`src/include/tge_consts.svh`:
```
`ifndef TGE_CONSTS_SVH
`define TGE_CONSTS_SVH

// Widths
`define TGE_REG_ADDR_W      4
`define TGE_CNT_W           16
`define TGE_LED_STRETCH_W   26
`define TGE_NUM_LEDS        3
`define TGE_APP_RST_CYCLES  8

// Register map
`define TGE_A_CTRL          0
`define TGE_A_MAC_HI        1
`define TGE_A_MAC_LO        2
`define TGE_A_IP            3
`define TGE_A_PORT          4
`define TGE_A_GATEWAY       5
`define TGE_A_NETMASK       6
`define TGE_A_STATUS        7
`define TGE_A_RX_GOOD       8
`define TGE_A_RX_BAD        9
`define TGE_A_TX            10

// Configuration defaults
`define TGE_DEF_MAC         48'hffff_ffff_ffff
`define TGE_DEF_IP          32'hffff_ffff
`define TGE_DEF_PORT        16'hffff
`define TGE_DEF_NETMASK     32'hffff_ff00
`define TGE_DEF_GATEWAY     8'h00

`endif

```
`src/rtl/tge_pkg.sv`:
```
`include "tge_consts.svh"

package tge_pkg;

  typedef logic [47:0]                  tge_mac_t;
  typedef logic [31:0]                  tge_ip_t;
  typedef logic [15:0]                  tge_port_t;
  typedef logic [7:0]                   tge_gateway_t;
  typedef logic [31:0]                  tge_reg_t;
  typedef logic [`TGE_REG_ADDR_W-1:0]   tge_reg_addr_t;
  typedef logic [`TGE_CNT_W-1:0]        tge_cnt_t;
  typedef logic [7:0]                   tge_xaui_status_t;

  typedef struct packed {
    logic         enable;
    tge_mac_t     mac;
    tge_ip_t      ip;
    tge_port_t    port;
    tge_gateway_t gateway;
    tge_ip_t      netmask;
  } tge_local_cfg_t;

  // One cycle late copies of the MAC strobes and link state
  typedef struct packed {
    logic phy_down;
    logic rx_good;
    logic rx_bad;
    logic tx_start;
  } tge_events_t;

  typedef struct packed {
    tge_cnt_t rx_good;
    tge_cnt_t rx_bad;
    tge_cnt_t tx;
  } tge_counts_t;

  typedef enum logic [1:0] {SWR_IDLE, SWR_RESET, SWR_ACK} tge_swr_state_t;

endpackage

```
`src/rtl/tge_activity_stat.sv`:
```
`timescale 1ns/1ps
`include "tge_consts.svh"

module tge_activity_stat (
  input  logic                      clk,
  input  logic                      app_rst,
  input  tge_pkg::tge_events_t      events,
  input  logic [`TGE_NUM_LEDS-1:0]  active,
  output tge_pkg::tge_counts_t      counts,
  output logic                      led_up,
  output logic                      led_rx,
  output logic                      led_tx
);

  // Frame counters stick at all ones
  always_ff @(posedge clk) begin
    if (app_rst) begin
      counts <= '0;
    end else begin
      if (events.rx_good && !(&counts.rx_good)) begin
        counts.rx_good <= counts.rx_good + 1'b1;
      end
      if (events.rx_bad && !(&counts.rx_bad)) begin
        counts.rx_bad <= counts.rx_bad + 1'b1;
      end
      if (events.tx_start && !(&counts.tx)) begin
        counts.tx <= counts.tx + 1'b1;
      end
    end
  end

  // Stretcher 0 tracks link down
  always_ff @(posedge clk) begin
    if (app_rst) begin
      led_up <= 1'b1;
      led_rx <= 1'b0;
      led_tx <= 1'b0;
    end else begin
      led_up <= ~active[0];
      led_rx <= active[1];
      led_tx <= active[2];
    end
  end

endmodule

```
`src/rtl/tge_cfg_regs.sv`:
```
`timescale 1ns/1ps
`include "tge_consts.svh"

module tge_cfg_regs (
  input  logic                      clk,
  input  logic                      mac_resetRR,
  input  logic                      cfg_wr,
  input  logic                      cfg_rd,
  input  tge_pkg::tge_reg_addr_t    cfg_addr,
  input  tge_pkg::tge_reg_t         cfg_wdata,
  input  tge_pkg::tge_xaui_status_t xaui_status,
  input  logic                      soft_reset_ack,
  input  tge_pkg::tge_counts_t      counts,
  output tge_pkg::tge_reg_t         cfg_rdata,
  output logic                      cfg_rd_valid,
  output tge_pkg::tge_local_cfg_t   local_cfg,
  output logic                      soft_reset
);

  localparam int PAD_W = 32 - `TGE_CNT_W;

  logic              phy_up;
  tge_pkg::tge_reg_t rd_mux;

  // All lanes aligned
  assign phy_up = &xaui_status[6:2];

  always_ff @(posedge clk) begin
    if (mac_resetRR) begin
      local_cfg.enable  <= 1'b0;
      local_cfg.mac     <= `TGE_DEF_MAC;
      local_cfg.ip      <= `TGE_DEF_IP;
      local_cfg.port    <= `TGE_DEF_PORT;
      local_cfg.gateway <= `TGE_DEF_GATEWAY;
      local_cfg.netmask <= `TGE_DEF_NETMASK;
      soft_reset        <= 1'b0;
    end else if (cfg_wr) begin
      case (cfg_addr)
        `TGE_A_CTRL: begin
          local_cfg.enable <= cfg_wdata[0];
          soft_reset       <= cfg_wdata[1];
        end
        `TGE_A_MAC_HI:  local_cfg.mac[47:32] <= cfg_wdata[15:0];
        `TGE_A_MAC_LO:  local_cfg.mac[31:0]  <= cfg_wdata;
        `TGE_A_IP:      local_cfg.ip         <= cfg_wdata;
        `TGE_A_PORT:    local_cfg.port       <= cfg_wdata[15:0];
        `TGE_A_GATEWAY: local_cfg.gateway    <= cfg_wdata[7:0];
        `TGE_A_NETMASK: local_cfg.netmask    <= cfg_wdata;
        default: ;
      endcase
    end
  end

  always_comb begin
    rd_mux = '0;
    case (cfg_addr)
      `TGE_A_CTRL:    rd_mux = {30'b0, soft_reset, local_cfg.enable};
      `TGE_A_MAC_HI:  rd_mux = {16'b0, local_cfg.mac[47:32]};
      `TGE_A_MAC_LO:  rd_mux = local_cfg.mac[31:0];
      `TGE_A_IP:      rd_mux = local_cfg.ip;
      `TGE_A_PORT:    rd_mux = {16'b0, local_cfg.port};
      `TGE_A_GATEWAY: rd_mux = {24'b0, local_cfg.gateway};
      `TGE_A_NETMASK: rd_mux = local_cfg.netmask;
      `TGE_A_STATUS:  rd_mux = {22'b0, soft_reset_ack, phy_up, xaui_status};
      `TGE_A_RX_GOOD: rd_mux = {{PAD_W{1'b0}}, counts.rx_good};
      `TGE_A_RX_BAD:  rd_mux = {{PAD_W{1'b0}}, counts.rx_bad};
      `TGE_A_TX:      rd_mux = {{PAD_W{1'b0}}, counts.tx};
      default:        rd_mux = '0;
    endcase
  end

  // Sampled before any same-cycle write lands
  always_ff @(posedge clk) begin
    if (cfg_rd) begin
      cfg_rdata <= rd_mux;
    end
  end

  always_ff @(posedge clk) begin
    if (mac_resetRR) begin
      cfg_rd_valid <= 1'b0;
    end else begin
      cfg_rd_valid <= cfg_rd;
    end
  end

endmodule

```
`src/rtl/tge_core.sv`:
```
`timescale 1ns/1ps
`include "tge_consts.svh"

module tge_core #(
  parameter int STRETCH_W = `TGE_LED_STRETCH_W
) (
  input  logic                      clk,
  input  logic                      mac_resetRR,
  input  logic                      cfg_wr,
  input  logic                      cfg_rd,
  input  tge_pkg::tge_reg_addr_t    cfg_addr,
  input  tge_pkg::tge_reg_t         cfg_wdata,
  input  tge_pkg::tge_xaui_status_t xaui_status,
  input  logic                      mac_rx_good_frame,
  input  logic                      mac_rx_bad_frame,
  input  logic                      mac_tx_start,
  output tge_pkg::tge_reg_t         cfg_rdata,
  output logic                      cfg_rd_valid,
  output tge_pkg::tge_local_cfg_t   local_cfg,
  output logic                      app_rst,
  output logic                      led_up,
  output logic                      led_rx,
  output logic                      led_tx
);

  logic                     soft_reset;
  logic                     soft_reset_ack;
  tge_pkg::tge_events_t     events;
  tge_pkg::tge_counts_t     counts;
  logic [`TGE_NUM_LEDS-1:0] led_trig;
  logic [`TGE_NUM_LEDS-1:0] led_active;

  tge_cfg_regs u_cfg_regs (
    .clk            (clk),
    .mac_resetRR    (mac_resetRR),
    .cfg_wr         (cfg_wr),
    .cfg_rd         (cfg_rd),
    .cfg_addr       (cfg_addr),
    .cfg_wdata      (cfg_wdata),
    .xaui_status    (xaui_status),
    .soft_reset_ack (soft_reset_ack),
    .counts         (counts),
    .cfg_rdata      (cfg_rdata),
    .cfg_rd_valid   (cfg_rd_valid),
    .local_cfg      (local_cfg),
    .soft_reset     (soft_reset)
  );

  tge_soft_reset u_soft_reset (
    .clk            (clk),
    .mac_resetRR    (mac_resetRR),
    .soft_reset     (soft_reset),
    .app_rst        (app_rst),
    .soft_reset_ack (soft_reset_ack)
  );

  tge_event_trig u_event_trig (
    .clk               (clk),
    .mac_resetRR       (mac_resetRR),
    .xaui_status       (xaui_status),
    .mac_rx_good_frame (mac_rx_good_frame),
    .mac_rx_bad_frame  (mac_rx_bad_frame),
    .mac_tx_start      (mac_tx_start),
    .events            (events)
  );

  // Stretcher order is link down, rx, tx
  assign led_trig = {events.tx_start, events.rx_good, events.phy_down};

  for (genvar i = 0; i < `TGE_NUM_LEDS; i++) begin : g_led
    tge_led_stretch #(
      .STRETCH_W (STRETCH_W)
    ) u_led_stretch (
      .clk         (clk),
      .mac_resetRR (mac_resetRR),
      .trig        (led_trig[i]),
      .active      (led_active[i])
    );
  end

  tge_activity_stat u_activity_stat (
    .clk     (clk),
    .app_rst (app_rst),
    .events  (events),
    .active  (led_active),
    .counts  (counts),
    .led_up  (led_up),
    .led_rx  (led_rx),
    .led_tx  (led_tx)
  );

endmodule

```
`src/rtl/tge_event_trig.sv`:
```
`timescale 1ns/1ps

module tge_event_trig (
  input  logic                      clk,
  input  logic                      mac_resetRR,
  input  tge_pkg::tge_xaui_status_t xaui_status,
  input  logic                      mac_rx_good_frame,
  input  logic                      mac_rx_bad_frame,
  input  logic                      mac_tx_start,
  output tge_pkg::tge_events_t      events
);

  always_ff @(posedge clk) begin
    if (mac_resetRR) begin
      events <= '0;
    end else begin
      // Link down whenever a lane drops out of alignment
      events.phy_down <= ~&xaui_status[6:2];
      events.rx_good  <= mac_rx_good_frame;
      events.rx_bad   <= mac_rx_bad_frame;
      events.tx_start <= mac_tx_start;
    end
  end

endmodule

```
`src/rtl/tge_led_stretch.sv`:
```
`timescale 1ns/1ps
`include "tge_consts.svh"

module tge_led_stretch #(
  parameter int STRETCH_W = `TGE_LED_STRETCH_W
) (
  input  logic clk,
  input  logic mac_resetRR,
  input  logic trig,
  output logic active
);

  logic [STRETCH_W-1:0] stretch;

  always_ff @(posedge clk) begin
    if (mac_resetRR) begin
      stretch <= '0;
    end else if (trig) begin
      stretch <= '1;
    end else if (stretch[STRETCH_W-1]) begin
      // Runs down until the top bit falls, then parks
      stretch <= stretch - 1'b1;
    end
  end

  assign active = stretch[STRETCH_W-1];

endmodule

```
`src/rtl/tge_soft_reset.sv`:
```
`timescale 1ns/1ps
`include "tge_consts.svh"

module tge_soft_reset (
  input  logic clk,
  input  logic mac_resetRR,
  input  logic soft_reset,
  output logic app_rst,
  output logic soft_reset_ack
);

  localparam int CNT_W = $clog2(`TGE_APP_RST_CYCLES + 1);
  localparam logic [CNT_W-1:0] LAST = CNT_W'(`TGE_APP_RST_CYCLES - 1);

  tge_pkg::tge_swr_state_t state;
  tge_pkg::tge_swr_state_t state_nxt;
  logic [CNT_W-1:0]        cnt;

  always_comb begin
    state_nxt = state;
    case (state)
      tge_pkg::SWR_IDLE:  if (soft_reset) state_nxt = tge_pkg::SWR_RESET;
      tge_pkg::SWR_RESET: if (cnt == LAST) state_nxt = tge_pkg::SWR_ACK;
      tge_pkg::SWR_ACK:   if (!soft_reset) state_nxt = tge_pkg::SWR_IDLE;
      default:            state_nxt = tge_pkg::SWR_IDLE;
    endcase
  end

  always_ff @(posedge clk) begin
    if (mac_resetRR) begin
      state <= tge_pkg::SWR_IDLE;
      cnt   <= '0;
    end else begin
      state <= state_nxt;
      // Counts reset cycles, restarts on every entry
      if (state == tge_pkg::SWR_RESET) begin
        cnt <= cnt + 1'b1;
      end else begin
        cnt <= '0;
      end
    end
  end

  always_ff @(posedge clk) begin
    app_rst <= mac_resetRR || (state == tge_pkg::SWR_RESET);
  end

  assign soft_reset_ack = (state == tge_pkg::SWR_ACK);

endmodule

```
`config.mk`:
```
export PLATFORM = sky130hd
export DESIGN_NAME = tge_core
export DESIGN_NICKNAME = d
export VERILOG_FILES = /design/src/rtl/tge_pkg.sv /design/src/rtl/tge_activity_stat.sv /design/src/rtl/tge_cfg_regs.sv /design/src/rtl/tge_core.sv /design/src/rtl/tge_event_trig.sv /design/src/rtl/tge_led_stretch.sv /design/src/rtl/tge_soft_reset.sv
export VERILOG_INCLUDE_DIRS = /design/src /design/src/include
export SDC_FILE = /design/constraint.sdc
export NUM_CORES = 1
export LEC_CHECK = 0
export ABC_AREA = 1
export BUFFER_PORTS_ARGS = -buffer_cell sky130_fd_sc_hd__buf_2
export CORE_MARGIN = 5
export CORE_UTILIZATION = 57
export DETAILED_ROUTE_END_ITERATION = 6
export MAX_ROUTING_LAYER = met4
export PLACE_DENSITY = 0.8
export SLEW_MARGIN = 5
export SYNTH_ARGS = -nofsm -noshare
export SYNTH_HDL_FRONTEND = slang
export SYNTH_SLANG_ARGS = --single-unit
```
`constraint.sdc`:
```
create_clock -name clk -period 2.1 [get_ports clk]
set_clock_uncertainty 0.1 [all_clocks]
set_input_delay 0.21 -clock clk [delete_from_list [all_inputs] [get_ports clk]]
set_output_delay 0.21 -clock clk [all_outputs]
set_load 0.1 [all_outputs]
```
Word level (Yosys, flattened, before mapping)

Cells that the tools add are included.

Add/sub/neg operators: 7
Equal/unequal tests: 16
Multiplexer cells: 11
Bitwise gates (word level): 2
Reductions and logical operators: 26

Operator list:

| kind                                                                  | number |
|---|---|
| 32-bit case mux with 11 select lines                                  | 1 |
| 26-bit 2-to-1 mux                                                     | 6 |
| 26-bit by 1-bit subtractor with 26-bit output, second input constant  | 3 |
| 16-bit by 1-bit adder with 16-bit output, second input constant       | 3 |
| 16-bit AND reduction                                                  | 3 |
| 4-bit by 3-bit equality test with 1-bit output, second input constant | 5 |
| 2-bit AND reduction                                                   | 7 |
| 4-bit equality test, second input constant                            | 3 |
| 4-bit by 2-bit equality test with 1-bit output, second input constant | 2 |
| 2-bit 2-to-1 mux                                                      | 3 |
| 2-bit case mux with 3 select lines                                    | 1 |
| 2-bit nonzero test                                                    | 3 |
| 5-bit AND reduction                                                   | 1 |
| 4-bit by 1-bit adder with 4-bit output, second input constant         | 1 |
| 4-bit by 1-bit equality test with 1-bit output, second input constant | 1 |
| 1-bit logical NOT                                                     | 4 |
| 4-bit logical NOT                                                     | 1 |
| 2-bit != test, second input constant                                  | 2 |
| 1-bit logical AND                                                     | 3 |
| 3-bit AND reduction                                                   | 1 |
| 2-bit by 1-bit equality test with 1-bit output, second input constant | 1 |
| 2-bit equality test, second input constant                            | 1 |
| 2-bit logical NOT                                                     | 1 |
| 2-bit by 1-bit != test with 1-bit output, second input constant       | 1 |
| other kinds (3)                                                       | 4 |

Register bits: 311
Input port bits: 51
Output and inout bits: 174
Word-level logic and storage cells: 91

Logic depth before layout (Yosys ltp)

Word-level depth: 3
Gate-level depth with buffers: 11
Mapped depth without buffers: 11

Modules after synthesis

A second synthesis with hierarchy kept.

Cell total of the unflattened synthesis: 2,254
Area total of the unflattened synthesis: 15,270.9 um2

Modules (own cells, without submodules):

| module                                        | times used | cells each | area an instance (um2) | seq. area each (um2) |
|---|---|---|---|---|
| tge_cfg_regs                                  | 1          | 1,033      | 7,429.6                | 3,743.6 |
| tge_led_stretch at g_led[1].u_led_stretch ... | 2          | 245        | 1,524.0                | 520.5 |
| tge_activity_stat                             | 1          | 438        | 2,841.5                | 1,021.0 |
| tge_led_stretch at g_led[0].u_led_stretch     | 1          | 246        | 1,539.0                | 520.5 |
| tge_soft_reset                                | 1          | 33         | 294.0                  | 140.1 |
| tge_event_trig                                | 1          | 14         | 118.9                  | 80.1 |

Worst setup path after synthesis

Ideal clock, no wire load.

Path kind: flip-flop to flip-flop
Start: reg u_soft_reset.app_rst
End: reg, netlist name u_activity_stat.counts[19]
Library setup time: 118 ps
Arrival time: 1,803 ps
Data required time: 1,882 ps
Setup slack: 79 ps
Cell stages (with the launch flop): 5
Buffers on the path: 1
Clock period less this slack: 2,021 ps
Cells stage by stage: dfxtp_1 > clkinv_1 > clkbuf_1 > nand2_1 > nor2_1

RTL lines:

| element                | RTL line             | text |
|---|---|---|
| from (decl)            | tge_soft_reset.sv:8  | `output logic app_rst,` |
| from (signal assigned) | tge_soft_reset.sv:45 | `app_rst <= mac_resetRR \|\| (state == tge_pkg::SWR_RESET);` |

Worst setup path after layout

Start: reg, netlist name u_activity_stat.counts[0]
End: reg, netlist name u_activity_stat.counts[15]

Longest elaborated chain between the ends: 3
Elaborated cells between the ends (all ways): 4
Those cells by class: 1 x add/sub; 3 x reduce/logical

RTL lines:

| element |
|---|
| branches (longest 3 deep; another with 16-bit by 1-bit adder with 16-bit output) |

Parallel ways; which one is timed is not known.
A chain may end at the register's enable or synchronous reset.

==> summary.txt <==
Status
  • Status: finished clean

Cells and area
  • Reg area: 6546 um2
  • Diodes inserted: 0
  • Area grow syn2layout: 21.12%
  • Fin cells: 2735
  • Most frequent cells in the layout: nand2_1 (646), dfxtp_1 (279), nand3_1 (267)
  • Nets: 2436
  • Layout cell share with drive strength beyond 1: 14.76%
  • Fill count: 2095
  • Final instance area: 17630 um2
  • Area of the multi-input gates: 6792 um2
  • Finished Core Util: 70.02%
  • Commonest non-fill, non-tap cell in the layout: nand2_1

Logic synthesis
  • Yosys top cell area share: 38.37%
  • Flops & latches, synth: 311
  • Synth unique cells: 42
  • Synth Flop Type: dfxtp_1
  • Largest cells by area after synthesis: dfxtp_1 (38%), nand2_1 (17%), nand3_1 (9.2%)
  • Synthesized area: 14560 um2
  • Syn Area/Cell: 6.867 um2
  • Yosys warnings: 0
  • Synth Instances: 2120
  • Post-synth EDFFs: 32
  • Synth area leader: dfxtp_1
  • Post-synthesis sequential area ratio: 44.97%
  • Synthesized net count: 2178
  • FFs w/ async S/R, synth: 0%

STA
  • # setup viols final: 0
  • Period Utilization, post-route: 91.98%
  • Hold WS: 0.01057 ns
  • Slew Viols, Final: 0
  • Final hold vios: 0
  • Fmax: 517.7 MHz
  • Setup TNS: 0 ns
  • Worst slew pin tran: 0.9126 ns
  • Slew HR: 39.07%
  • Setup slack after layout: 0.1684 ns
  • RSZ-0062 raised after global routing: no
  • Final critical-path required period: 1.932 ns

Routing
  • Post-DRT Antenna Nets: 0
  • Remaining DRCs: 0
  • DR iter-0 viols: 1910
  • Vias post-DR: 15.57k
  • Total Wirelength: 48730 um
  • First drt pass iteration count: 6
  • Mean routed wirelength per cell: 17.82 um
  • DR vias/cell: 5.694

Clock network
  • Setup repair bufs after CTS: 0
  • Clk slew on worst S/H paths: 0.06 ns
  • Clock root cell: clkbuf_16
  • Clock latency on the worst-skew pair: 0.53 ns
  • Bufs on Longest Clock Path: 3
  • TritonCTS Sinks: 311
  • CTS Buf Count: 35
  • CTS tree: yes
  • H-tree Lvls: 2

Pwr
  • PD cells: 855.2 nW/um2
  • VDD IR max: 0.0007396 V
  • Total power: 15.08 mW
  • Lkg Pwr: 7.996 nW

Global route
  • GRT Total Usage: 33.50%
  • Initial antenna violation count: 0
  • Global route overflow: 0
  • First-pass GRT wire length: 76310 um
  • Largest net degree at the start of global routing: 67
  • Vias in the first global route: 14.50k

Worst hold path
  • Hold Path Class: primary input to register

Floorplanning
  • Die X: 169.8 um
  • Core area: 25180 um2
  • Initial Util: 57.81%
  • Full die area: 28840 um2
  • Top-Level Pins: 225
  • Row count: 58
  • DIE HEIGHT: 169.8 um

Place
  • Place WS: 0.05736 ns
  • IO Port Bufs: 224
  • Dpl cells: 2636
  • Hpwl dp: 34080 um
  • Area after DPL: 16070 um2
  • Gpl congestion: 1.041

Worst setup path
  • CP most frequent cell: nor2_1
  • Nature of the critical path endpoint: register
  • CP max FO: 19
  • Cell Chain, Critical Path: ha_1 -> nand2_1 -> nor2_1 -> nand2_2 -> nor2_1 -> nor2_2 -> nand3_1 -> nand2_1 -> nor2_1
  • Crit Path Category: register to register
  • Slowest cell on the critical path: nor2_2
  • Crit-path max cell delay: 0.53 ns
  • Crit path arrival time: 2.24 ns
  • Worst Path Required: 2.40 ns
  • Crit start category: register

Run
  • Max-Cap Viols: 0
[report_power, final]
group | internal, mW | switching, mW
combinational | 0.535 | 1.79
clock | 3.78 | 2.50
sequential | 6.26 | 0.211
total | 10.6 | 4.50
[per-layer routing]
layer  up-vias  track usage, %  share of wire [%]
li1       7389               -                  -
met1      7146           42.49                 40
met2       869           51.96                 45
met3       170           7.526                 11
met4         0           13.83                4.5
met5         -               -                  0
[logic make-up (layout without fill, tap and decap cells)]
group | after synthesis | after routing | share of synthesized area, %
flops | 311 | 311 | 44.97
simple gates | 1264 | 1264 | 36.97
xor+xnor | 3 | 3 | 0.1805
compound gates | 233 | 233 | 8.801
buf+inv | 302 | 587 | 8.483
fa+ha+maj | 7 | 7 | 0.6016
[cells in the mapped netlist, drive strengths merged (10+ instances only)]
cell type / count
a21oi: 87
a31oi: 10
buf: 48
clkbuf: 36
dfxtp: 279
edfxtp: 32
inv: 216
nand2: 650
nand3: 267
nand3b: 10
nand4: 45
nor2: 243
nor3: 39
o211ai: 10
o21ai: 92
o22ai: 23
[flip-flops by register name (all words and copies together), names as in the netlist]
signal                       flops
g_led.u_led_stretch.stretch     78
u_activity_stat.counts          48
u_activity_stat.led_rx           1
u_activity_stat.led_tx           1
u_activity_stat.led_up           1
u_cfg_regs.cfg_rd_valid          1
u_cfg_regs.cfg_rdata            32
u_cfg_regs.local_cfg           137
u_cfg_regs.soft_reset            1
u_event_trig.events              4
u_soft_reset.app_rst             1
u_soft_reset.cnt                 4
u_soft_reset.state               2
[critical path, delay by kind of cell (launching register included)]
kind / cells / cell delay (ns)
AND/OR/NAND/NOR: 8 / 1.13
flip-flops: 1 / 0.35
adder cells (fa/ha/maj): 1 / 0.24
[final timing paths]
check	slack (ns)	end	from	cells past startpoint
max	0.17	u_activity_stat.counts[15]	u_activity_stat.counts[0]	9
min	0.01	u_cfg_regs.cfg_rdata[7]	xaui_status[7]	5
min reg2reg	0.36	u_soft_reset.cnt[0]	u_soft_reset.cnt[0]	1
max reg2reg	0.17	u_activity_stat.counts[15]	u_activity_stat.counts[0]	9
[layout make-up]
type	count	area share [%]
clock inverters	10	0.7025
clock buffers	54	6.067
multi-input cells	1507	38.52
inverters	218	4.655
well taps	330	2.342
repair buffers	305	10.59
flip-flops and latches	311	37.13
[timing repair]
item,in CTS,in global routing
pin swaps,0,0
endpoints found under the hold margin,127,0
setup endpoints to repair,1,10
gates resized for setup,1,2
hold buffers,35,0
Power figures use the tool's default switching activity.
